===== src/hdl/cgra_xcel_pkg.sv =====
`default_nettype none

package cgra_xcel_pkg;

  // Request opcodes
  typedef enum logic [1:0] {
    OP_STORE = 2'd0,
    OP_LOAD  = 2'd1,
    OP_ADD   = 2'd2
  } xcel_op_e;

  // Response status codes
  typedef enum logic [1:0] {
    RSP_STORE_ACK = 2'd0,
    RSP_LOAD_DATA = 2'd1,
    RSP_ADD_OLD   = 2'd2,
    RSP_BAD_DEST  = 2'd3
  } xcel_rsp_e;

  // Endpoint FSM, one request in flight
  typedef enum logic [1:0] {
    S_IDLE = 2'd0,
    S_EXEC = 2'd1,
    S_RESP = 2'd2
  } xcel_state_e;

  localparam int SPAD_WORDS = 256;

  // Fixed column of the pod on the mesh edge
  localparam int POD_X_CORD = 'h20;

endpackage

`default_nettype wire


===== src/hdl/noc_link_pkg.sv =====
`default_nettype none

package noc_link_pkg;

  import cgra_xcel_pkg::*;

  // ============================================================
  // Link geometry
  // ============================================================

  localparam int NUM_LANES = 4;
  localparam int Y_CORD_W  = 7;
  localparam int X_CORD_W  = 7;
  localparam int ADDR_W    = 8;
  localparam int DATA_W    = 32;

  // ============================================================
  // Buffering and credit flow
  // ============================================================

  // Receiver depth is also the initial credit of the sender
  localparam int RX_FIFO_DEPTH       = 8;
  localparam int TX_FIFO_DEPTH       = 4;
  localparam int LG_TOKEN_DECIMATION = 2;
  localparam int TOKEN_CREDITS       = 1 << LG_TOKEN_DECIMATION;
  localparam int CREDIT_W            = $clog2(RX_FIFO_DEPTH + 1);
  localparam int RX_PTR_W            = $clog2(RX_FIFO_DEPTH);
  localparam int TX_PTR_W            = $clog2(TX_FIFO_DEPTH);

  // Request packet on the forward channel
  typedef struct packed {
    xcel_op_e            opcode;
    logic [Y_CORD_W-1:0] dst_y;
    logic [X_CORD_W-1:0] src_x;
    logic [Y_CORD_W-1:0] src_y;
    logic [ADDR_W-1:0]   addr;
    logic [DATA_W-1:0]   data;
  } fwd_pkt_s;

  // Response packet on the reverse channel
  typedef struct packed {
    xcel_rsp_e           status;
    logic [X_CORD_W-1:0] dst_x;
    logic [Y_CORD_W-1:0] dst_y;
    logic [DATA_W-1:0]   data;
  } rev_pkt_s;

endpackage

`default_nettype wire


===== src/hdl/link_sdr_tx.sv =====
`timescale 1ns/1ps
`default_nettype none

module link_sdr_tx (
  input  logic                   clk_i,
  input  logic                   reset_i,
  input  noc_link_pkg::rev_pkt_s rsp_pkt_i,
  input  logic                   rsp_v_i,
  output logic                   tx_full_o,
  output logic                   link_v_o,
  output noc_link_pkg::rev_pkt_s link_data_o,
  input  logic                   link_token_i
);

  import noc_link_pkg::*;

  rev_pkt_s            fifo_mem [TX_FIFO_DEPTH];
  logic [TX_PTR_W-1:0] wr_ptr;
  logic [TX_PTR_W-1:0] rd_ptr;
  logic [TX_PTR_W:0]   count;
  logic [CREDIT_W-1:0] credits;
  logic [CREDIT_W-1:0] credit_add;
  logic                send;
  logic                link_v_q;
  rev_pkt_s            link_data_q;

  // ============================================================
  // Response FIFO
  // ============================================================

  assign tx_full_o = (count == TX_FIFO_DEPTH);

  // Head leaves only while the far receiver has room
  assign send = (count != '0) && (credits != '0);

  always_ff @(posedge clk_i) begin
    if (rsp_v_i) begin
      fifo_mem[wr_ptr] <= rsp_pkt_i;
    end
  end

  always_ff @(posedge clk_i) begin
    if (reset_i) begin
      wr_ptr <= '0;
      rd_ptr <= '0;
      count  <= '0;
    end else begin
      if (rsp_v_i) begin
        wr_ptr <= wr_ptr + 1'b1;
      end
      if (send) begin
        rd_ptr <= rd_ptr + 1'b1;
      end
      case ({rsp_v_i, send})
        2'b10:   count <= count + 1'b1;
        2'b01:   count <= count - 1'b1;
        default: count <= count;
      endcase
    end
  end

  // ============================================================
  // Credit counter and link register
  // ============================================================

  assign credit_add = link_token_i ? CREDIT_W'(TOKEN_CREDITS) : '0;

  always_ff @(posedge clk_i) begin
    if (reset_i) begin
      credits  <= CREDIT_W'(RX_FIFO_DEPTH);
      link_v_q <= 1'b0;
    end else begin
      credits  <= credits + credit_add - CREDIT_W'(send);
      link_v_q <= send;
    end
  end

  always_ff @(posedge clk_i) begin
    if (send) begin
      link_data_q <= fifo_mem[rd_ptr];
    end
  end

  assign link_v_o    = link_v_q;
  assign link_data_o = link_data_q;

endmodule

`default_nettype wire


===== config.mk =====
export PLATFORM = sky130hd
export DESIGN_NAME = link_sdr_tx
export DESIGN_NICKNAME = d
export VERILOG_FILES = /design/src/hdl/cgra_xcel_pkg.sv /design/src/hdl/noc_link_pkg.sv /design/src/hdl/link_sdr_tx.sv
export SDC_FILE = /design/constraint.sdc
export NUM_CORES = 1
export LEC_CHECK = 0
export BUFFER_PORTS_ARGS = -buffer_cell sky130_fd_sc_hd__clkbuf_2
export CAP_MARGIN = 20
export CORE_ASPECT_RATIO = 0.9
export CORE_MARGIN = 3
export CORE_UTILIZATION = 23
export DETAILED_ROUTE_END_ITERATION = 8
export PLACE_DENSITY = 0.49
export SYNTH_ARGS = -nofsm -noshare
export SYNTH_HDL_FRONTEND = slang
export SYNTH_SLANG_ARGS = --single-unit

===== constraint.sdc =====
create_clock -name clk_i -period 4.85 [get_ports clk_i]
set_input_delay 0.485 -clock clk_i [delete_from_list [all_inputs] [get_ports clk_i]]
set_output_delay 0.485 -clock clk_i [all_outputs]
set_load 0.05 [all_outputs]

# Word level (Yosys, flattened, before mapping)
# Memories as Yosys holds them, arrays and structs flattened. A register that Yosys moved wholly into a read port is not among the register bits.
# Cells that the tools add are included.
[classes] n_eq_ne=3 n_mux=4 n_addsub=6 reduce_logical=4
[op_table] operator="$pmux 3 s2" n=1
[op_table] operator="$add 2x1->2 const B" n=2
[op_table] operator="$add 4x3->4" n=1
[op_table] operator="$reduce_bool 4->1" n=1
[op_table] operator="$sub 4x1->4" n=1
[op_table] operator="$add 3x1->3 const B" n=1
[op_table] operator="$eq 3x3->1 const B" n=1
[op_table] operator="$mux 3" n=1
[op_table] operator="$reduce_bool 3->1" n=1
[op_table] operator="$sub 3x1->3 const B" n=1
[op_table] operator="$eq 2x1->1 const B" n=1
[op_table] operator="$eq 2x2->1 const B" n=1
[op_table] operator="$mux 1" n=2
[op_table] operator="$reduce_bool 2->1" n=1
[op_table] operator="$logic_and 1x1->1" n=1
[totals] elab_cells=23 ramBits=192 output_inout_bits=50 memories=1 input_bits=52 ff_bits=12
[mem_list] memory="fifo_mem" words=4 word_bits=48 read_ports=1 rd_ports_with_merged_regs=1 write_ports=1 line_no="link_sdr_tx.sv:17" rtl="rev_pkt_s fifo_mem [TX_FIFO_DEPTH];"

# Longest topological paths before layout
# Gate-level depths: netlist (run 1).
[logic_depth] ltp_word=4 mapped_depth=10 depth_no_buf=10

# Worst setup path before layout (run 1)
# No wires, ideal clock.
[synth_timing] path_type="register to register" start="register count[0]" end="register credits[3]" n_path_buf=0 setup_time_ps=117 synth_period_minus_slack_ps=3884 required_ps=4733 slack_ps=966 path_stages_with_launch=11 arrival_time_ps=3768 path_cell_list="dfxtp_1 -> nor3_1 -> nor2_1 -> ha_1 -> inv_1 -> ha_1 -> inv_1 -> fa_1 -> xnor2_1 -> xnor2_1 -> nand2b_1"
[synth_between] elab_chain_cells=3
[synth_rtl] item="from (decl)" line_no="link_sdr_tx.sv:20" rtl="logic [TX_PTR_W:0] count;"
[synth_rtl] item="from (signal assigned)" line_no="link_sdr_tx.sv:55" rtl="2'b10: count <= count + 1'b1;"
[synth_rtl] item="from (signal assigned)" line_no="link_sdr_tx.sv:56" rtl="2'b01: count <= count - 1'b1;"
[synth_rtl] item="from (signal assigned)" line_no="link_sdr_tx.sv:57" rtl="default: count <= count;"
[synth_rtl] item="$reduce_bool 3->1" line_no="link_sdr_tx.sv:34" rtl="assign send = (count != '0) && (credits != '0);"
[synth_rtl] item="$logic_and 1x1->1" line_no="link_sdr_tx.sv:34"
[synth_rtl] item="via send" line_no="link_sdr_tx.sv:23" rtl="logic send;"
[synth_rtl] item="$sub 4x1->4" line_no="link_sdr_tx.sv:73" rtl="credits <= credits + credit_add - CREDIT_W'(send);"
[synth_rtl] item="to (signal assigned)" line_no="link_sdr_tx.sv:70" rtl="credits <= CREDIT_W'(RX_FIFO_DEPTH);"
[synth_rtl] item="to (signal assigned)" line_no="link_sdr_tx.sv:73"
[synth_rtl] item="to (decl)" line_no="link_sdr_tx.sv:21" rtl="logic [CREDIT_W-1:0] credits;"
# The timed path passes the listed nets, and every way through them passes these cells.
# A chain may end at the register's enable or synchronous reset.

# Worst setup path after layout (run 1)
[layout_timing] start="register count[0]" end="register count[2]"
[layout_between] elab_chain_cells=4 word_cells_on_any_way=8 cone_classes="add/sub (2); eq/ne (2); mux (1); reduce/logical (3)"
[layout_rtl] item="$reduce_bool 3->1 *" line_no="link_sdr_tx.sv:34"
[layout_rtl] item="$logic_and 1x1->1 *" line_no="link_sdr_tx.sv:34"
[layout_rtl] item="via send" line_no="link_sdr_tx.sv:23"
[layout_rtl] item="$eq 2x1->1 or $eq 2x2->1 (tied branches)" line_no="link_sdr_tx.sv:54" rtl="case ({rsp_v_i, send})"
[layout_rtl] item="$pmux 3 s2 or $reduce_bool 2->1 (tied branches)"
# The timed path passes the listed nets; every way through them passes the cells marked *.

==> results of run 1 <==
-- final timing paths --
check | to | slack, ns | cells after the start
min reg2reg | count[2] | 0.52 | 2
max reg2reg | count[2] | 2.37 | 7
max | count[2] | 2.37 | 7
min | fifo_mem[2][2] | 0.16 | 1
-- state kept, by name, summed over array words and instances (netlist names) --
signal	flops
link_data_o	48
wr_ptr	2
rd_ptr	2
count	3
credits	4
link_v_o	1
fifo_mem	192
-- layer usage --
layer,routed length (um),GRT usage,up-vias
met2,8620,0.139,93
met4,626,0.0308,0
met1,7450,0.107,2109
met5,0,0,-
li1,-,-,1755
met3,881,0.0249,33
-- area by class of cell --
| class | instances | share of cell area |
|---|---|---|
| multi-input cells | 91 | 0.131 |
| well taps | 525 | 0.0595 |
| flip-flops and latches | 252 | 0.675 |
| clock inverters | 16 | 0.0142 |
| inverters | 10 | 0.00340 |
| repair buffers | 103 | 0.0489 |
| clock buffers | 36 | 0.0681 |
-- per-stage QoR --
stage	total power [W]	worst slack [ns]
final	0.00689	2.37
after global placement	0.00486	2.45
after floorplan	0.00441	0.966
after global routing	0.00721	2.09
after detailed placement	0.00493	2.35
after CTS	0.00703	2.37
-- cells by family (layout without fill, tap and decap cells) --
logic type	count (synthesis)	count (layout)	share of synthesized area
DFF	252	252	0.827
AOI/OAI and AO/OA	6	6	0.00361
buffers and inverters	22	165	0.0146
muxes	50	50	0.122
xor gates and xnor gates	5	5	0.00486
and+or+nand+nor	20	20	0.0126
adders and majority gates	10	10	0.0156
-- layout by cell type, fill, tap and decap left out --
master     instances
edfxtp_1         240
clkbuf_2         101
mux4_2            48
clkbuf_16         29
dfxtp_1           10
inv_1              9
ha_1               8
clkinv_1           8
clkbuf_1           7
nor2_1             6
and2_4             4
xnor2_1            4
a21oi_1            3
bufinv_16          3
nor3_1             2
o21ai_0            2
or3_1              2
mux2i_1            2
fa_1               2
clkinv_4           2
clkinv_2           2
dfxtp_4            2
nor4_2             1
nor2_4             1
nor3b_1            1
xor2_1             1
nor2b_1            1
inv_2              1
o31ai_1            1
or4_1              1
nand2b_1           1
inv_6              1
buf_16             1
buf_4              1
-- power breakdown --
group          total, W  switching, W  leakage, nW  internal, W
Sequential      0.00304      0.000197         2.32      0.00284
Clock           0.00208      0.000829        0.441      0.00125
Combinational   0.00177       0.00128        0.879     0.000490
Total           0.00689       0.00230         3.64      0.00458
==> flow_summary_export.csv, run 1 <==
group,metric,value,unit
cts,cts_sinks,252,
yosys,synth_top_area_frac,0.800,
yosys,ys_types,26,
floorplanning,initial_core_util,0.234,
floorplanning,dieArea,41600,sq um
final_layout,final_core_util,0.287,
run,drv_cap,0,
floorplanning,num_rows,68,
yosys,async_flop_share,0,
global_routing,first_global_vias,4567,
yosys,synth_top_flop_cell,"edfxtp_1",
cts,cts_root_buffer,"clkbuf_16",
detailed_routing,avgRoutedWirePerCell,17.0,um
global_routing,overflow,0,
yosys,synthCells,365,
final_layout,nNetsFinal,548,
yosys,synthTopCellsByArea,"edfxtp_1 80%, mux4_2 12%, dfxtp_1 2.7%",
floorplanning,die_h,194,um
timing,period_needed,2.48,ns
timing,setup-violations-final,0,
yosys,syn_area,9010,sq um
yosys,ys_seq_area_frac,0.827,
yosys,synth_edf_count,240,
setup_path,cp_top_family,"simple AND/OR/NAND/NOR gates",
setup_path,cpMaxStageDelayCell,"nor3_1",
global_routing,grt_usage,0.0846,
yosys,ys_top_cells_by_count,"240 x edfxtp_1, 48 x mux4_2, 12 x dfxtp_1",
yosys,ys_ff_latch,252,
timing,max_freq,0.403,GHz
final_layout,diodes,0,
setup_path,required,5.30,ns
timing,timing.final.max_slew_violations,0,
global_routing,grt_pass1_wl,27.2,mm
detailed_routing,drtIter0Drc,130,
cts,h-tree-depth,1,
yosys,synth.largest_area_cell,"edfxtp_1",
setup_path,cp_num_buf_inv,0,
final_layout,multi_input_comb_area,1450,sq um
detailed_routing,drt-vias-per-instance,3.86,
cts,clock_latency,0.54,ns
placed_design,dp_hpwl,9.90,mm
setup_path,setup.worst_path.end_class,"register",
placed_design,portBuffers,101,
setup_path,slowest_delay,0.60,ns
cts,ctsHoldBuffers,0,
setup_path,critPathLaunch,"count[0]",
min_path,hold_path_class,"primary input to register",
detailed_routing,drcViolationCount,0,
final_layout,drive_above_1_share,0.388,
detailed_routing,first_pass_iters,4,
detailed_routing,ant_nets,0,
cts,post_cts_buffers,0,
global_routing,antenna_found_initial,0,
yosys,synth_area_per_cell,24.7,sq um
power,powerDensity,623,nW/um^2
setup_path,arrival,2.94,ns
timing,tightest_slew,0.862,ns
cts,tritoncts,"yes",
final_layout,final_cells,1033,
run_status,outcome,"finished, final reports clean",
cts,postCtsResizedCells,0,
timing,fin_skew,0.0160,ns
cts,clockBufferDepth,3,
yosys,ys_warn_count,0,
timing,fin_setup_tns,0,ns
final_layout,regArea,7450,sq um
timing,rsz0062_at_grt,"false",
cts,clk_pin_slew,0.06,ns
power,ir_drop,0.359,mV
final_layout,syn2layout_area_growth,22.6,%
detailed_routing,vias,3990,
setup_path,cp_cell_sequence,"nor3_1 > nor2_4 > ha_1 > fa_1 > xnor2_1 > or3_1 > a21oi_1",
setup_path,critPathLaunchType,"register",
floorplanning,io_pins,102,
placed_design,gp_congestion,0.617,
floorplanning,core-area,38500,sq um
placed_design,placed_area,10100,sq um
placed_design,place_inst,981,
setup_path,r2r_start,"count[0]",
min_path,hold_start,"rsp_pkt_i[2]",
power,leakage,3.64,nW
global_routing,grt_max_degree,51,
timing,hold_viol,0,
setup_path,crit_type,"register to register",
cts,numCtsBuffers,28,
final_layout,stdcell_area,11000,sq um
timing,holdWs,0.164,ns
setup_path,critPathMaxFanout,10,
timing,relSlewSlack,0.426,
yosys,synth_fp_nets,427,
floorplanning,fp.dieW,215,um
timing,period_share,0.512,
final_layout,n_fill_cell,3780,
yosys,yosysMostFrequentCell,"edfxtp_1",
detailed_routing,wirelength,17.6,mm
No activity file was read; power rests on OpenSTA's default activity.
==> inputs of run 2 (changes only) <==
==> constraint.sdc (replaced) <==
create_clock -name clk_i -period 2.4 [get_ports clk_i]
set_input_delay 0.24 -clock clk_i [delete_from_list [all_inputs] [get_ports clk_i]]
set_output_delay 0.24 -clock clk_i [all_outputs]
set_load 0.05 [all_outputs]
==> run 2 against run 1 <==
Compared with the run above:
- cell area rose by 4.9%
- clock power rose by 96%
- first-iteration DRC count rose by 69%
- combinational power rose by 110%
- critical endpoint is now credits[3]
- largest power group unchanged
- highest routed layer unchanged
==> flow_summary_export.csv, run 2 (synthesized netlist as in run 1, its figures left out) <==
group,metric,value,unit
detailed_routing,drt-vias-per-instance,3.91,
cts,clockBufferDepth,3,
final_layout,multi_input_comb_area,1460,sq um
timing,holdWs,0.0424,ns
cts,h-tree-depth,1,
setup_path,cpMaxStageDelayCell,"nor4_4",
floorplanning,io_pins,102,
timing,timing.final.max_slew_violations,0,
timing,tightest_slew,0.856,ns
placed_design,pre_cts_ws,0.184,ns
run_status,outcome,"finished, final reports clean",
detailed_routing,wirelength,18.4,mm
timing,relSlewSlack,0.429,
final_layout,syn2layout_area_growth,28.6,%
timing,hold_viol,0,
detailed_routing,ant_nets,0,
setup_path,crit_type,"register to register",
placed_design,dp_hpwl,10.9,mm
final_layout,n_fill_cell,3773,
min_path,min_path_cells,2,
floorplanning,fp.dieW,215,um
detailed_routing,vias,4234,
final_layout,final_cell_mix,"240 x edfxtp_1, 101 x clkbuf_2, 48 x mux4_2, 48 x dlygate4sd3_1, 28 x clkbuf_16",
power,ir_drop,0.702,mV
detailed_routing,drcViolationCount,0,
setup_path,setup.worst_path.end_class,"register",
timing,setup-violations-final,0,
power,powerDensity,1200,nW/um^2
setup_path,r2r_end,"credits[3]",
floorplanning,dieArea,41600,sq um
detailed_routing,met3_length,929,um
final_layout,nNetsFinal,602,
cts,tritoncts,"yes",
detailed_routing,top_layer_used,"met4",
final_layout,layout.cells.most_common,"edfxtp_1",
setup_path,r2r.worst_path.cells,10,
cts,ctsHoldBuffers,48,
setup_path,critPathMaxFanout,6,
final_layout,largest_reg_flops,192,
min_path,hold_path_class,"primary input to register",
global_routing,grt_pass1_wl,28.5,mm
final_layout,regArea,7450,sq um
global_routing,first_global_vias,4733,
floorplanning,die_h,194,um
cts,clock_latency,0.55,ns
cts,cts_root_buffer,"clkbuf_16",
timing,fin_skew,0.0169,ns
timing,fin_setup_tns,0,ns
final_layout,drive_above_1_share,0.368,
setup_path,r2r_start,"credits[1]",
cts,post_cts_buffers,0,
detailed_routing,first_pass_iters,4,
floorplanning,initial_core_util,0.234,
min_path,hold_end,"rd_ptr[1]",
final_layout,largest_register,"fifo_mem",
cts,numCtsBuffers,28,
global_routing,antenna_found_initial,1,
power,leakage,3.87,nW
setup_path,required,2.82,ns
setup_path,slowest_delay,0.48,ns
cts,clk_pin_slew,0.06,ns
setup_path,arrival,2.68,ns
detailed_routing,route.met2.wl,9.06,mm
timing,max_freq,0.444,GHz
setup_path,cp_top_family,"adder cells",
cts,cts_sinks,252,
setup_path,critPathLaunchType,"register",
timing,rsz0062_at_grt,"false",
floorplanning,core-area,38500,sq um
timing,setup_ws,0.149,ns
placed_design,portBuffers,101,
placed_design,gp_congestion,0.681,
min_path,hold_start,"reset_i",
setup_path,regToRegSetupSlack,0.15,ns
run,drv_cap,0,
global_routing,grt_max_degree,51,
detailed_routing,drtIter0Drc,220,
detailed_routing,m1WireLength,8.03,mm
final_layout,final_core_util,0.301,
global_routing,overflow,0,
global_routing,grt_usage,0.0894,
timing,period_needed,2.25,ns
timing,period_share,0.938,
detailed_routing,avgRoutedWirePerCell,17.0,um
floorplanning,num_rows,68,
setup_path,cp_num_buf_inv,2,
setup_path,cp_cell_sequence,"nor4_4 > nor2_4 > ha_1 > inv_1 > ha_1 > inv_1 > fa_1 > xnor2_1 > xnor2_1 > nand2b_1",
cts,postCtsResizedCells,0,
[run 2: cell types whose count changed in the layout (fill, tap and decap cells not counted), sizes merged]
cell / before / now
dlygate4sd3: 0 / 48
buf: 2 / 8
diode: 0 / 1
clkbuf: 137 / 133
clkinv: 12 / 11
[run 2: worst max path at each step]
| stage | start | end | slack, ns | cells past startpoint |
|---|---|---|---|---|
| 6_report | credits[1] | credits[3] | 0.15 | 10 |
| 5_1_grt | credits[1] | credits[3] | 0.03 | 10 |
| 4_1_cts | credits[1] | credits[3] | 0.13 | 10 |
| 3_5_place_dp | credits[1] | credits[3] | 0.18 | 10 |
| 3_3_place_gp | credits[1] | credits[3] | 0.29 | 10 |
| 2_1_floorplan | count[0] | credits[3] | 0.003 | 10 |
[run 2: stage by stage]
step | total power, W | area [sq um] | instances
after CTS | 0.0142 | 11600 | 1082
after global routing | 0.0146 | 11600 | 1082
final | 0.0139 | 11600 | 1083
after global placement | 0.00985 | 10200 | 987
after floorplan | 0.00892 | 9030 | 365
after detailed placement | 0.00996 | 10200 | 987
[run 2: layout make-up]
class | instances | area share
Antenna cell | 1 | 0.000216
Sequential cell | 252 | 0.643
Clock buffer | 32 | 0.0618
Tap cell | 525 | 0.0567
Clock inverter | 15 | 0.0137
Multi-Input combinational cell | 91 | 0.126
Inverter | 10 | 0.00324
Timing Repair Buffer | 157 | 0.0946
[run 2: per-layer routing]
metal	vias to the layer above	GRT usage
li1	1871	-
met4	0	0.0227
met1	2243	0.117
met2	87	0.149
met3	33	0.0240
met5	-	0
[run 2: power breakdown]
group | total (W) | switching (W) | internal [W]
Sequential | 0.00610 | 0.000353 | 0.00574
Combinational | 0.00374 | 0.00268 | 0.00106
Clock | 0.00408 | 0.00163 | 0.00244
