## src/hdl/cgra_xcel_pkg.sv

```systemverilog
`default_nettype none

package cgra_xcel_pkg;

  // Request opcodes
  typedef enum logic [1:0] {
    OP_STORE = 2'd0,
    OP_LOAD  = 2'd1,
    OP_ADD   = 2'd2
  } xcel_op_e;

  // Response status codes
  typedef enum logic [1:0] {
    RSP_STORE_ACK = 2'd0,
    RSP_LOAD_DATA = 2'd1,
    RSP_ADD_OLD   = 2'd2,
    RSP_BAD_DEST  = 2'd3
  } xcel_rsp_e;

  // Endpoint FSM, one request in flight
  typedef enum logic [1:0] {
    S_IDLE = 2'd0,
    S_EXEC = 2'd1,
    S_RESP = 2'd2
  } xcel_state_e;

  localparam int SPAD_WORDS = 256;

  // Fixed column of the pod on the mesh edge
  localparam int POD_X_CORD = 'h20;

endpackage

`default_nettype wire

```

## src/hdl/noc_link_pkg.sv

```systemverilog
`default_nettype none

package noc_link_pkg;

  import cgra_xcel_pkg::*;

  // ============================================================
  // Link geometry
  // ============================================================

  localparam int NUM_LANES = 4;
  localparam int Y_CORD_W  = 7;
  localparam int X_CORD_W  = 7;
  localparam int ADDR_W    = 8;
  localparam int DATA_W    = 32;

  // ============================================================
  // Buffering and credit flow
  // ============================================================

  // Receiver depth is also the initial credit of the sender
  localparam int RX_FIFO_DEPTH       = 8;
  localparam int TX_FIFO_DEPTH       = 4;
  localparam int LG_TOKEN_DECIMATION = 2;
  localparam int TOKEN_CREDITS       = 1 << LG_TOKEN_DECIMATION;
  localparam int CREDIT_W            = $clog2(RX_FIFO_DEPTH + 1);
  localparam int RX_PTR_W            = $clog2(RX_FIFO_DEPTH);
  localparam int TX_PTR_W            = $clog2(TX_FIFO_DEPTH);

  // Request packet on the forward channel
  typedef struct packed {
    xcel_op_e            opcode;
    logic [Y_CORD_W-1:0] dst_y;
    logic [X_CORD_W-1:0] src_x;
    logic [Y_CORD_W-1:0] src_y;
    logic [ADDR_W-1:0]   addr;
    logic [DATA_W-1:0]   data;
  } fwd_pkt_s;

  // Response packet on the reverse channel
  typedef struct packed {
    xcel_rsp_e           status;
    logic [X_CORD_W-1:0] dst_x;
    logic [Y_CORD_W-1:0] dst_y;
    logic [DATA_W-1:0]   data;
  } rev_pkt_s;

endpackage

`default_nettype wire

```

## src/hdl/link_sdr_rx.sv

```systemverilog
`timescale 1ns/1ps
`default_nettype none

module link_sdr_rx (
  input  logic                   clk_i,
  input  logic                   reset_i,
  input  logic                   link_v_i,
  input  noc_link_pkg::fwd_pkt_s link_data_i,
  output logic                   link_token_o,
  input  logic                   rx_pop_i,
  output noc_link_pkg::fwd_pkt_s rx_pkt_o,
  output logic                   rx_empty_o
);

  import noc_link_pkg::*;

  fwd_pkt_s                       fifo_mem [RX_FIFO_DEPTH];
  logic [RX_PTR_W-1:0]            wr_ptr;
  logic [RX_PTR_W-1:0]            rd_ptr;
  logic [RX_PTR_W:0]              count;
  logic                           wr_en;
  logic                           pop;
  logic [LG_TOKEN_DECIMATION-1:0] consumed_cnt;
  logic                           token_q;

  // ============================================================
  // Packet FIFO
  // ============================================================

  // Sender only strobes with credit, so full is a guard only
  assign wr_en      = link_v_i && (count != RX_FIFO_DEPTH);
  assign rx_empty_o = (count == '0);
  assign pop        = rx_pop_i && !rx_empty_o;
  assign rx_pkt_o   = fifo_mem[rd_ptr];

  always_ff @(posedge clk_i) begin
    if (wr_en) begin
      fifo_mem[wr_ptr] <= link_data_i;
    end
  end

  // Pointers wrap on their own, depth is a power of two
  always_ff @(posedge clk_i) begin
    if (reset_i) begin
      wr_ptr <= '0;
      rd_ptr <= '0;
      count  <= '0;
    end else begin
      if (wr_en) begin
        wr_ptr <= wr_ptr + 1'b1;
      end
      if (pop) begin
        rd_ptr <= rd_ptr + 1'b1;
      end
      case ({wr_en, pop})
        2'b10:   count <= count + 1'b1;
        2'b01:   count <= count - 1'b1;
        default: count <= count;
      endcase
    end
  end

  // ============================================================
  // Token return
  // ============================================================

  // One token per 2**LG_TOKEN_DECIMATION consumed packets
  always_ff @(posedge clk_i) begin
    if (reset_i) begin
      consumed_cnt <= '0;
      token_q      <= 1'b0;
    end else begin
      token_q <= pop && (consumed_cnt == '1);
      if (pop) begin
        consumed_cnt <= consumed_cnt + 1'b1;
      end
    end
  end

  assign link_token_o = token_q;

endmodule

`default_nettype wire

```

## config.mk

```make
export PLATFORM = sky130hd
export DESIGN_NAME = link_sdr_rx
export DESIGN_NICKNAME = d
export VERILOG_FILES = /design/src/hdl/cgra_xcel_pkg.sv /design/src/hdl/noc_link_pkg.sv /design/src/hdl/link_sdr_rx.sv
export SDC_FILE = /design/constraint.sdc
export NUM_CORES = 1
export LEC_CHECK = 0
export BUFFER_PORTS_ARGS = -buffer_cell sky130_fd_sc_hd__buf_2
export CAP_MARGIN = 20
export CORE_UTILIZATION = 53
export DETAILED_ROUTE_END_ITERATION = 10
export GPL_TIMING_DRIVEN = 0
export PLACE_DENSITY = 0.78
export SETUP_SLACK_MARGIN = 0.5
export SLEW_MARGIN = 0
export SYNTH_ARGS = -nofsm -noshare
export SYNTH_HDL_FRONTEND = slang
export SYNTH_SLANG_ARGS = --single-unit
```

## constraint.sdc

```tcl
create_clock -name clk_i -period 12.8 [get_ports clk_i]
set_input_delay 0 -clock clk_i [delete_from_list [all_inputs] [get_ports clk_i]]
set_output_delay 0 -clock clk_i [all_outputs]
set_load 0.05 [all_outputs]
```

=== After elaboration in Yosys (flattened, before gate mapping) ===
Memories as Yosys holds them, arrays and structs flattened. A register that Yosys moved wholly into a read port is not among the register bits.
Index checks and enable logic that the tools add are counted.

* Flip-flop bits (word level): 13
* RAM bits: 504
* Input port bits: 67
* Output and inout bits: 65
* Logic and storage cells: 26
* Memories: 1

* Add/sub/neg operators: 5
* Eq/ne operators: 4
* Multiplexer cells: 5
* Reductions and logical operators: 6

{| class="wikitable"
|+ Memory list
! name !! words !! bits a word !! rd ports !! clocked after memory_dff !! wr ports !! RTL line !! text
|-
| fifo_mem || 8 || 63 || 1 || 1 || 1 || link_sdr_rx.sv:17 || <nowiki>fwd_pkt_s fifo_mem [RX_FIFO_DEPTH];</nowiki>
|}

{| class="wikitable"
|+ Operator list
! cell !! number
|-
| case mux 4 bit (2 select lines) || 1
|-
| adder 3 x 1 -> 3 bit (second input constant) || 2
|-
| 2-to-1 mux 3 bit || 2
|-
| adder 4 x 1 -> 4 bit (second input constant) || 1
|-
| equality test 2 bit (second input constant) || 2
|-
| logical NOT 4 bit || 1
|-
| != test 4 bit (second input constant) || 1
|-
| subtractor 4 x 1 -> 4 bit (second input constant) || 1
|-
| logical AND 1 bit || 3
|-
| adder 2 x 1 -> 2 bit (second input constant) || 1
|-
| equality test 2 x 1 -> 1 bit (second input constant) || 1
|-
| 2-to-1 mux 1 bit || 2
|-
| nonzero test 2 bit || 1
|-
| logical NOT 1 bit || 1
|}

=== Longest topological paths before layout ===
Gate-level depths: netlist of run 1.

* Depth in word-level cells: 5
* Depth in mapped cells: 10
* Depth with buffers taken out: 10

=== Worst setup path after synthesis of run 1 ===
Ideal clock, no wire load.

* Path type: flip-flop to flip-flop
* From: register count[1]
* To: memory fifo_mem[0][0] in the netlist's numbering, enable pin
* Library setup time: 0.640 ns
* Arrival time: 6.711 ns
* Data required time: 12.160 ns
* Path slack: 5.450 ns
* Cell stages (with the launch flop): 4
* Buffers on the path: 0
* Clock period less this slack: 7.350 ns
* Cell sequence: dfxtp_1 or3_1 o21ai_2 nor4_1

* Word-level cells in the longest chain between the ends: 4

{| class="wikitable"
|+ Ends and longest elaborated chain
! element !! RTL line !! text
|-
| from (decl) || link_sdr_rx.sv:20 || <nowiki>logic [RX_PTR_W:0] count;</nowiki>
|-
| from (signal assigned) || link_sdr_rx.sv:56 || <nowiki>2'b10: count <= count + 1'b1;</nowiki>
|-
| from (signal assigned) || link_sdr_rx.sv:57 || <nowiki>2'b01: count <= count - 1'b1;</nowiki>
|-
| from (signal assigned) || link_sdr_rx.sv:58 || <nowiki>default: count <= count;</nowiki>
|-
| != test 4 bit || link_sdr_rx.sv:31 || <nowiki>assign wr_en = link_v_i && (count != RX_FIFO_DEPTH);</nowiki>
|-
| logical AND 1 bit || link_sdr_rx.sv:31 ||
|-
| 2-to-1 mux 1 bit || link_sdr_rx.sv:37 || <nowiki>if (wr_en) begin</nowiki>
|-
| 2-to-1 mux 1 bit (implied by the code) || link_sdr_rx.sv:38 || <nowiki>fifo_mem[wr_ptr] <= link_data_i;</nowiki>
|-
| to (decl) || link_sdr_rx.sv:17 ||
|}

Every way passes these cells.

==> results of run 1 <==
how the worst min path moves through the flow:
| stage | from | end | slack, ns | cells past startpoint |
|---|---|---|---|---|
| floorplan | reset_i | consumed_cnt[1] | 0.07 | 1 |
| global placement | reset_i | count[2] | 0.24 | 2 |
| detailed placement | reset_i | consumed_cnt[1] | 0.25 | 2 |
| finish | reset_i | count[2] | 0.23 | 3 |
| global route | link_data_i[12] | fifo_mem[6][12] | 0.25 | 2 |
| CTS | reset_i | count[2] | 0.21 | 3 |
flip-flops by register name, indices dropped and copies added, names as in the netlist, named ones only:
register / count
consumed_cnt: 2
link_token_o: 1
rd_ptr: 3
wr_ptr: 3
fifo_mem: 504
count: 4
cell type report:
type                    count  area, um^2  share of cell area
flip-flops and latches    520       15500               0.651
multi-input cells         253        4010               0.169
repair buffers            247        1910              0.0803
clock buffers              71        1390              0.0587
well taps                 468         586              0.0247
plain buffers              37         220             0.00927
clock inverters            26         163             0.00685
inverters                   3        11.3            0.000474
critical path: stages, from the launching register on:
cell and delay [ns]:
dfxtp_1 0.30, buf_1 0.62, clkbuf_1 0.65, mux2_2 0.44
buf_2 0.22
logic make-up (layout without fill, tap and decap cells):
logic type      after synthesis  count (layout)  synth area share
flops                       520             520             0.787
buf+inv                      40             384            0.0118
simple gates                 36              36           0.00879
compound gates               11              11           0.00344
fa+ha+maj                     6               6           0.00382
xor+xnor                      8               8           0.00357
mux                         192             192             0.182
metal layers:
layer	vias to the layer above	GRT usage	routed length [um]	share of wire
met5	-	0	0	0
met4	0	0.0488	694	0.018
met3	51	0.0351	2060	0.053
met2	284	0.359	19800	0.51
met1	4857	0.288	16300	0.42
li1	4058	-	-	-
cell usage after synthesis, drive strengths merged:
library cell	n	area (um^2)
nor3	4	20.0
mux2	64	721
edfxtp	504	15100
nand2	7	26.3
or3	2	12.5
dfxtp	16	320
nor2b	1	6.26
mux2i	2	20.0
buf	21	160
inv	3	11.3
nor2	15	56.3
nand2b	2	12.5
o21ai	5	32.5
mux4	126	2840
xnor2	3	26.3
or2	1	6.26
ha	6	75.1
nor4	1	6.26
a21oi	4	20.0
o211ai	1	7.51
clkbuf	16	60.1
nor4bb	1	10.0
nor4b	1	8.76
xor2	5	43.8
nor3b	1	7.51
o31ai	1	7.51
power breakdown:
part           leakage, nW  internal [W]  total, W  switching (W)
registers             4.71       0.00197   0.00199      0.0000289
logic                 2.31      0.000485   0.00122       0.000737
clock network        0.764      0.000784   0.00139       0.000604
through the flow:
stage          TNS [ns]  utilization
3_3_place_gp     -36.74        0.572
5_1_grt               0        0.650
3_5_place_dp          0        0.589
4_1_cts               0        0.650
2_1_floorplan         0            -
6_report              0        0.650
what timing repair did:
item / CTS / global route
setup buffers: 0 / 0
endpoints found under the setup margin: 0 / 0
hold buffers: 67 / 0
endpoints found under the hold margin: 517 / 0
==> impl_summary.log, run 1 <==
INFO  metric run_status = finished, final reports clean
INFO  metric hold_ws = 0.226 ns
INFO  metric rr_startpoint = count[0]
INFO  metric post_cts.resized_instances = 0
INFO  metric drtIter0Drc = slightly above 600
INFO  metric floorplan.die.height = 195 um
INFO  metric yosys_warnings = 0
INFO  metric dieWidth = 195 um
INFO  metric worst_slack_at_placement = 10.06 ns
INFO  metric row_count = 70
INFO  metric vias_per_cell = 5.69
INFO  metric final_layout_size_suffix_gt1_frac = 0.410
INFO  metric finalWeightedCongestion = between 0.7 and 0.8
INFO  metric critical_path.reg2reg.endpoint = count[3]
INFO  metric p_leak = 7.78 nW
INFO  metric synth_nets = about 890
INFO  metric critical_path_peak_fanout = 10
INFO  metric totalWireLength = 38800 um
INFO  metric max_cap_viol_count = 0
INFO  metric r2r_slack = 10.10 ns
INFO  metric final-instance-count-excl-fill = 1625
INFO  metric effective_utilization_at_floorplan = 0.538
INFO  metric tritoncts = yes
INFO  metric setup.worst_path.end = rx_pkt_o[15]
INFO  metric tritoncts_buffer_count = 52
INFO  metric timing.hold.worst.class = input port to flop
INFO  metric overflow = 0
INFO  metric worst_pin_slew = 0.945 ns
INFO  metric floorplan.core_area = 36500 um^2
INFO  metric post-route-min-period = ~2.8 ns
INFO  metric drc = 0
INFO  metric antennaDiodeCount = 0
INFO  metric globalRouteTotalUtil = 0.211
INFO  metric leading_cell_type_in_the_layout_fill_and_taps_excluded = edfxtp_1
INFO  metric netlist_instances = around 810
INFO  metric number_of_hold_slack_violations_in_the_final_timing_report = 0
INFO  metric dr_total_vias = just over 9000
INFO  metric cp_data_required_time = 12.80 ns
INFO  metric grt_setup_unrepaired = no
INFO  metric clock-sinks = 520
INFO  metric power.density_cell_area = 194 nW/um^2
INFO  metric report.final.setup_viol = 0
INFO  metric max_slew_margin = 0.369
INFO  metric post_synth_instance_area = 19700 um^2
INFO  metric ctsLongestPathBuffers = 3
INFO  metric clkSlewWorstSetupHoldPaths = approximately 0.06 ns
INFO  metric nNetsFinal = approximately 1200
INFO  metric synth.avg_cell_area = 24.2 um^2
INFO  metric clock_latency_late_sink = 0.57 ns
INFO  metric io_pins = 132
INFO  metric worst_slack = 10.00 ns
INFO  metric antenna_violations_before_repair = 0
INFO  metric post_drt_wl_per_cell = 23.9 um
INFO  metric timing.critical_path.to_type = output pin
INFO  metric fmaxAchievable = 0.358 GHz
INFO  metric category_of_the_most_critical_setup_path = flop to output pin
INFO  metric cts_htree_levels = 2
INFO  metric layout_common_cells = 504 x edfxtp_1, 145 x buf_2, 126 x mux4_2, 67 x dlygate4sd3_1, 64 x mux2_2
INFO  metric cts-root-buf = clkbuf_16
INFO  metric detailedRoute.firstPassIterationCount = 7
INFO  metric detailed_place.area = ~22000 um^2
INFO  metric finalMaxSlewViolations = 0
INFO  metric synthDistinctLibCells = 31
INFO  metric min_period_over_period = 0.218
INFO  metric power = 0.00460 W
INFO  metric fillerInstances = 2332
INFO  metric rr_worst_depth = 8
INFO  metric first_pass_grt_wire_length = ~59000 um
INFO  metric grt_start_max_net_pins = 25
INFO  metric synth-seq-cells = 520
INFO  metric final_design_area_no_fill = 23700 um^2
INFO  metric place_inst = 1461
INFO  metric area.growth.synth_to_final = 20.9%
INFO  metric number_of_global_route_vias_before_repair = 9879
INFO  metric setup.worst_path.start_class = flop
INFO  metric irDropWorstVdd = 0.000181 V
INFO  metric final_clock_skew = 0.0212 ns
INFO  metric port_buffers = 131
INFO  metric synth_sequential_area_ratio = 0.787
INFO  metric antenna_left = 0
INFO  metric floorplan.die_area = 37800 um^2
INFO  metric detailedPlacementHpwl = 24100 um
INFO  metric worst-endpoint-arrival = 2.80 ns
No activity file was read; power rests on OpenSTA's default activity.
==> run 2: changes to the inputs <==
--- a/config.mk
+++ b/config.mk
@@ -5,12 +5,13 @@
 export SDC_FILE = /design/constraint.sdc
 export NUM_CORES = 1
 export LEC_CHECK = 0
+export ABC_AREA = 1
 export BUFFER_PORTS_ARGS = -buffer_cell sky130_fd_sc_hd__buf_2
 export CAP_MARGIN = 20
 export CORE_UTILIZATION = 53
 export DETAILED_ROUTE_END_ITERATION = 10
 export GPL_TIMING_DRIVEN = 0
-export PLACE_DENSITY = 0.78
+export PLACE_DENSITY = 0.81
 export SETUP_SLACK_MARGIN = 0.5
 export SLEW_MARGIN = 0
 export SYNTH_ARGS = -nofsm -noshare
==> constraint.sdc (replaced) <==
create_clock -name clk_i -period 2.49 [get_ports clk_i]
set_input_delay 0 -clock clk_i [delete_from_list [all_inputs] [get_ports clk_i]]
set_output_delay 0 -clock clk_i [all_outputs]
set_load 0.05 [all_outputs]
==> run 2 against run 1 <==
Effect of this change: highest routed layer unchanged; critical endpoint is now rx_pkt_o[53]; count of clock-buffer cells in the layout grew 3; clock power rose to 5.2 times the previous value; global-route usage rose by 5.9 points; die area up 3.9%; critical path type unchanged.
==> impl_summary.log, run 2 <==
INFO  metric synth-edff-count = 504
INFO  metric worst_pin_slew = ~0.74 ns
INFO  metric path_cells = buf_12 > buf_12 > buf_6 > buf_16 > buf_12 > mux2i_2 > o22ai_1 > nand2_1 > nand2_1 > buf_6
INFO  metric fillerInstances = ~2400
INFO  metric synthDistinctLibCells = 29
INFO  metric critical_path.top_delay_family = buffers and inverters
INFO  metric cts-root-buf = clkbuf_16
INFO  metric finalMaxSlewViolations = 0
INFO  metric cp_data_required_time = 2.49 ns
INFO  metric overflow = 0
INFO  metric worst_slack_at_placement = 0.223 ns
INFO  metric clock_latency_late_sink = between 0.5 and 0.6 ns
INFO  metric floorplan.die_area = 39300 um^2
INFO  metric dieWidth = 198 um
INFO  metric max_slew_margin = 0.503
INFO  metric netlist_instances = 1522
INFO  metric effective_utilization_at_floorplan = 0.541
INFO  metric grt_setup_unrepaired = yes
INFO  metric report.final.setup_viol = 0
INFO  metric leading_cell_type_in_the_layout_fill_and_taps_excluded = edfxtp_1
INFO  metric regMostFlops = fifo_mem
INFO  metric nNetsFinal = ~1900
INFO  metric power = 0.0269 W
INFO  metric timing.critical_path.to_type = output pin
INFO  metric synth_area_leaders = edfxtp_1 74%, nor2_1 4.9%, o21ai_0 4.6%
INFO  metric asr_flop_ratio_synth = 0
INFO  metric total_met2_wirelength_after_detailed_routing = 27000 um
INFO  metric critical_path_buf_inv_count = 6
INFO  metric synthFlopType = edfxtp_1
INFO  metric irDropWorstVdd = 0.000880 V
INFO  metric tritoncts = yes
INFO  metric globalRouteTotalUtil = 0.270
INFO  metric post_synth_instance_area = 20400 um^2
INFO  metric detailedRoute.firstPassIterationCount = 5
INFO  metric port_buffers = 131
INFO  metric routed.top_layer = met4
INFO  metric post_drt_wl_per_cell = 22.7 um
INFO  metric largest_register_ffs = 504
INFO  metric drtIter0Drc = 1618
INFO  metric ctsLongestPathBuffers = 3
INFO  metric min_period_over_period = 0.941
INFO  metric max_cap_viol_count = 0
INFO  metric synth_sequential_area_ratio = 0.757
INFO  metric run_status = finished, final reports clean
INFO  metric yosys_warnings = 0
INFO  metric critical-path-slowest-cell = dfxtp_2
INFO  metric post-route-min-period = 2.34 ns
INFO  metric totalWireLength = about 54000 um
INFO  metric grt_start_max_net_pins = 27
INFO  metric clkSlewWorstSetupHoldPaths = 0.06 ns
INFO  metric finalWeightedCongestion = roughly 0.8
INFO  metric first_pass_grt_wire_length = slightly below 80000 um
INFO  metric critical_path_peak_fanout = 8
INFO  metric worst_slack = 0.147 ns
INFO  metric tritoncts_buffer_count = 52
INFO  metric final_clock_skew = 0.0185 ns
INFO  metric fmaxAchievable = between 0.4 and 0.5 GHz
INFO  metric most_used_cell_along_the_critical_path = buf_12
INFO  metric drc = 0
INFO  metric reg.largest.list = fifo_mem (504), count (4)
INFO  metric detailed_place.area = 22100 um^2
INFO  metric synth_nets = 1595
INFO  metric category_of_the_most_critical_setup_path = flop to output pin
INFO  metric area.growth.synth_to_final = 27.4%
INFO  metric detailedPlacementHpwl = between 30000 and 40000 um
INFO  metric fin_tns_setup = 0 ns
INFO  metric met1Wirelength = about 21000 um
INFO  metric setup.worst_path.start_class = flop
INFO  metric antenna_violations_before_repair = 2
INFO  metric synth_top_cells_by_count = 504 x edfxtp_1, 265 x nor2_1, 212 x nand2_1
INFO  metric yosysTopAreaCellShare = 0.741
INFO  metric io_pins = 132
INFO  metric row_count = between 70 and 80
INFO  metric dr_total_vias = 13896
INFO  metric layout_common_cells = 504 x edfxtp_1, 243 x nor2_1, 170 x nand2_1, 143 x o21ai_0, 111 x o21ai_1
INFO  metric clock-sinks = 520
INFO  metric worst-endpoint-arrival = 2.34 ns
INFO  metric synth.avg_cell_area = between 10 and 15 um^2
INFO  metric dr_wl_met3 = slightly below 5000 um
INFO  metric vias_per_cell = 5.81
INFO  metric cts_htree_levels = 2
INFO  metric power.density_cell_area = 1040 nW/um^2
INFO  metric synth-seq-cells = 520
INFO  metric timing.hold.worst.class = input port to flop
INFO  metric synth.largest_area_cell = edfxtp_1
INFO  metric floorplan.core_area = 37800 um^2
INFO  metric floorplan.die.height = 198 um
INFO  metric final_layout_size_suffix_gt1_frac = 0.246
INFO  metric final_design_area_no_fill = 26000 um^2
INFO  metric antenna_left = 0
INFO  metric number_of_global_route_vias_before_repair = 13989
INFO  metric synth.most_common_cell = edfxtp_1
INFO  metric cp_slowest_stage_delay = 0.35 ns
INFO  metric p_leak = 9.21 nW
INFO  metric number_of_hold_slack_violations_in_the_final_timing_report = 0
INFO  metric hold_ws = 0.202 ns
[run 2: cell types whose count changed in the layout (fill, tap and decap cells not counted), moves of 19 or more]
cell      before  now
nor2_1        12  243
o21ai_0        3  143
o21ai_1        0  111
mux2_2        64    0
o22ai_1        0   62
clkbuf_2       0   23
mux4_2       126    0
nand2_1        7  170
mux2i_1        2   40
buf_12         5   32
nand2_2        0   41
mux2i_2        0   19
buf_4         10   48
buf_2        145   84
[run 2: worst reg2reg max path, stage by stage, from the launching register on]
cell and delay, ns:
dfxtp_2 0.36, inv_2 0.07, nand3_4 0.10, nand3_2 0.30
nor2_4 0.28, buf_12 0.23, buf_12 0.23
[run 2: worst paths after layout]
check	slack, ns	from	endpoint	cells past startpoint
setup / recovery	0.15	flop	rx_pkt_o[53]	10
hold / removal	0.20	reset_i	wr_ptr[1]	3
setup reg to reg	0.58	count[2]	fifo_mem[2][41]	6
hold reg to reg	0.49	rd_ptr[1]	flop	2
[run 2: area by class of cell]
cell class	count	area [um^2]	area share
diodes	2	5.00	0.000192
plain buffers	90	831	0.0319
clock buffers	74	1430	0.0548
clock inverters	21	134	0.00515
inverters	19	78.8	0.00303
multi-input cells	898	4770	0.183
flip-flops and latches	520	15500	0.595
well taps	511	639	0.0246
repair buffers	256	2660	0.102
[run 2: cells by family after synthesis]
| group | synth area share |
|---|---|
| xor gates and xnor gates | 0.00129 |
| buffers and inverters | 0.0306 |
| muxes | 0.0309 |
| and+or+nand+nor | 0.0918 |
| AOI/OAI and AO/OA | 0.0849 |
| adders and majority gates | 0.00368 |
| DFF | 0.757 |
[run 2: what timing repair did]
action,CTS,global route
endpoints found under the setup margin,335,314
cloned,11,4
gates resized for setup,279,124
endpoints found under the hold margin,519,0
hold buffers,67,0
buffers inserted,19,13
pin swaps,13,17
[run 2: metal layers]
| metal | global-route usage | vias to the layer above |
|---|---|---|
| li1 | - | 6176 |
| met1 | 0.352 | 6733 |
| met2 | 0.457 | 858 |
| met3 | 0.0484 | 129 |
| met4 | 0.0896 | 0 |
| met5 | 0 | - |
[run 2: power breakdown]
part           total, W  internal, W  switching (W)
registers        0.0104       0.0102       0.000196
logic           0.00927      0.00348        0.00578
clock network   0.00728      0.00408        0.00320
[run 2: stage by stage]
| stage | utilization | cells |
|---|---|---|
| 5_1_grt | 0.689 | 2391 |
| 2_1_floorplan | - | 1522 |
| 4_1_cts | 0.676 | 2372 |
| 3_5_place_dp | 0.587 | 2180 |
| 6_report | 0.689 | 2391 |
| 3_3_place_gp | 0.578 | 2164 |
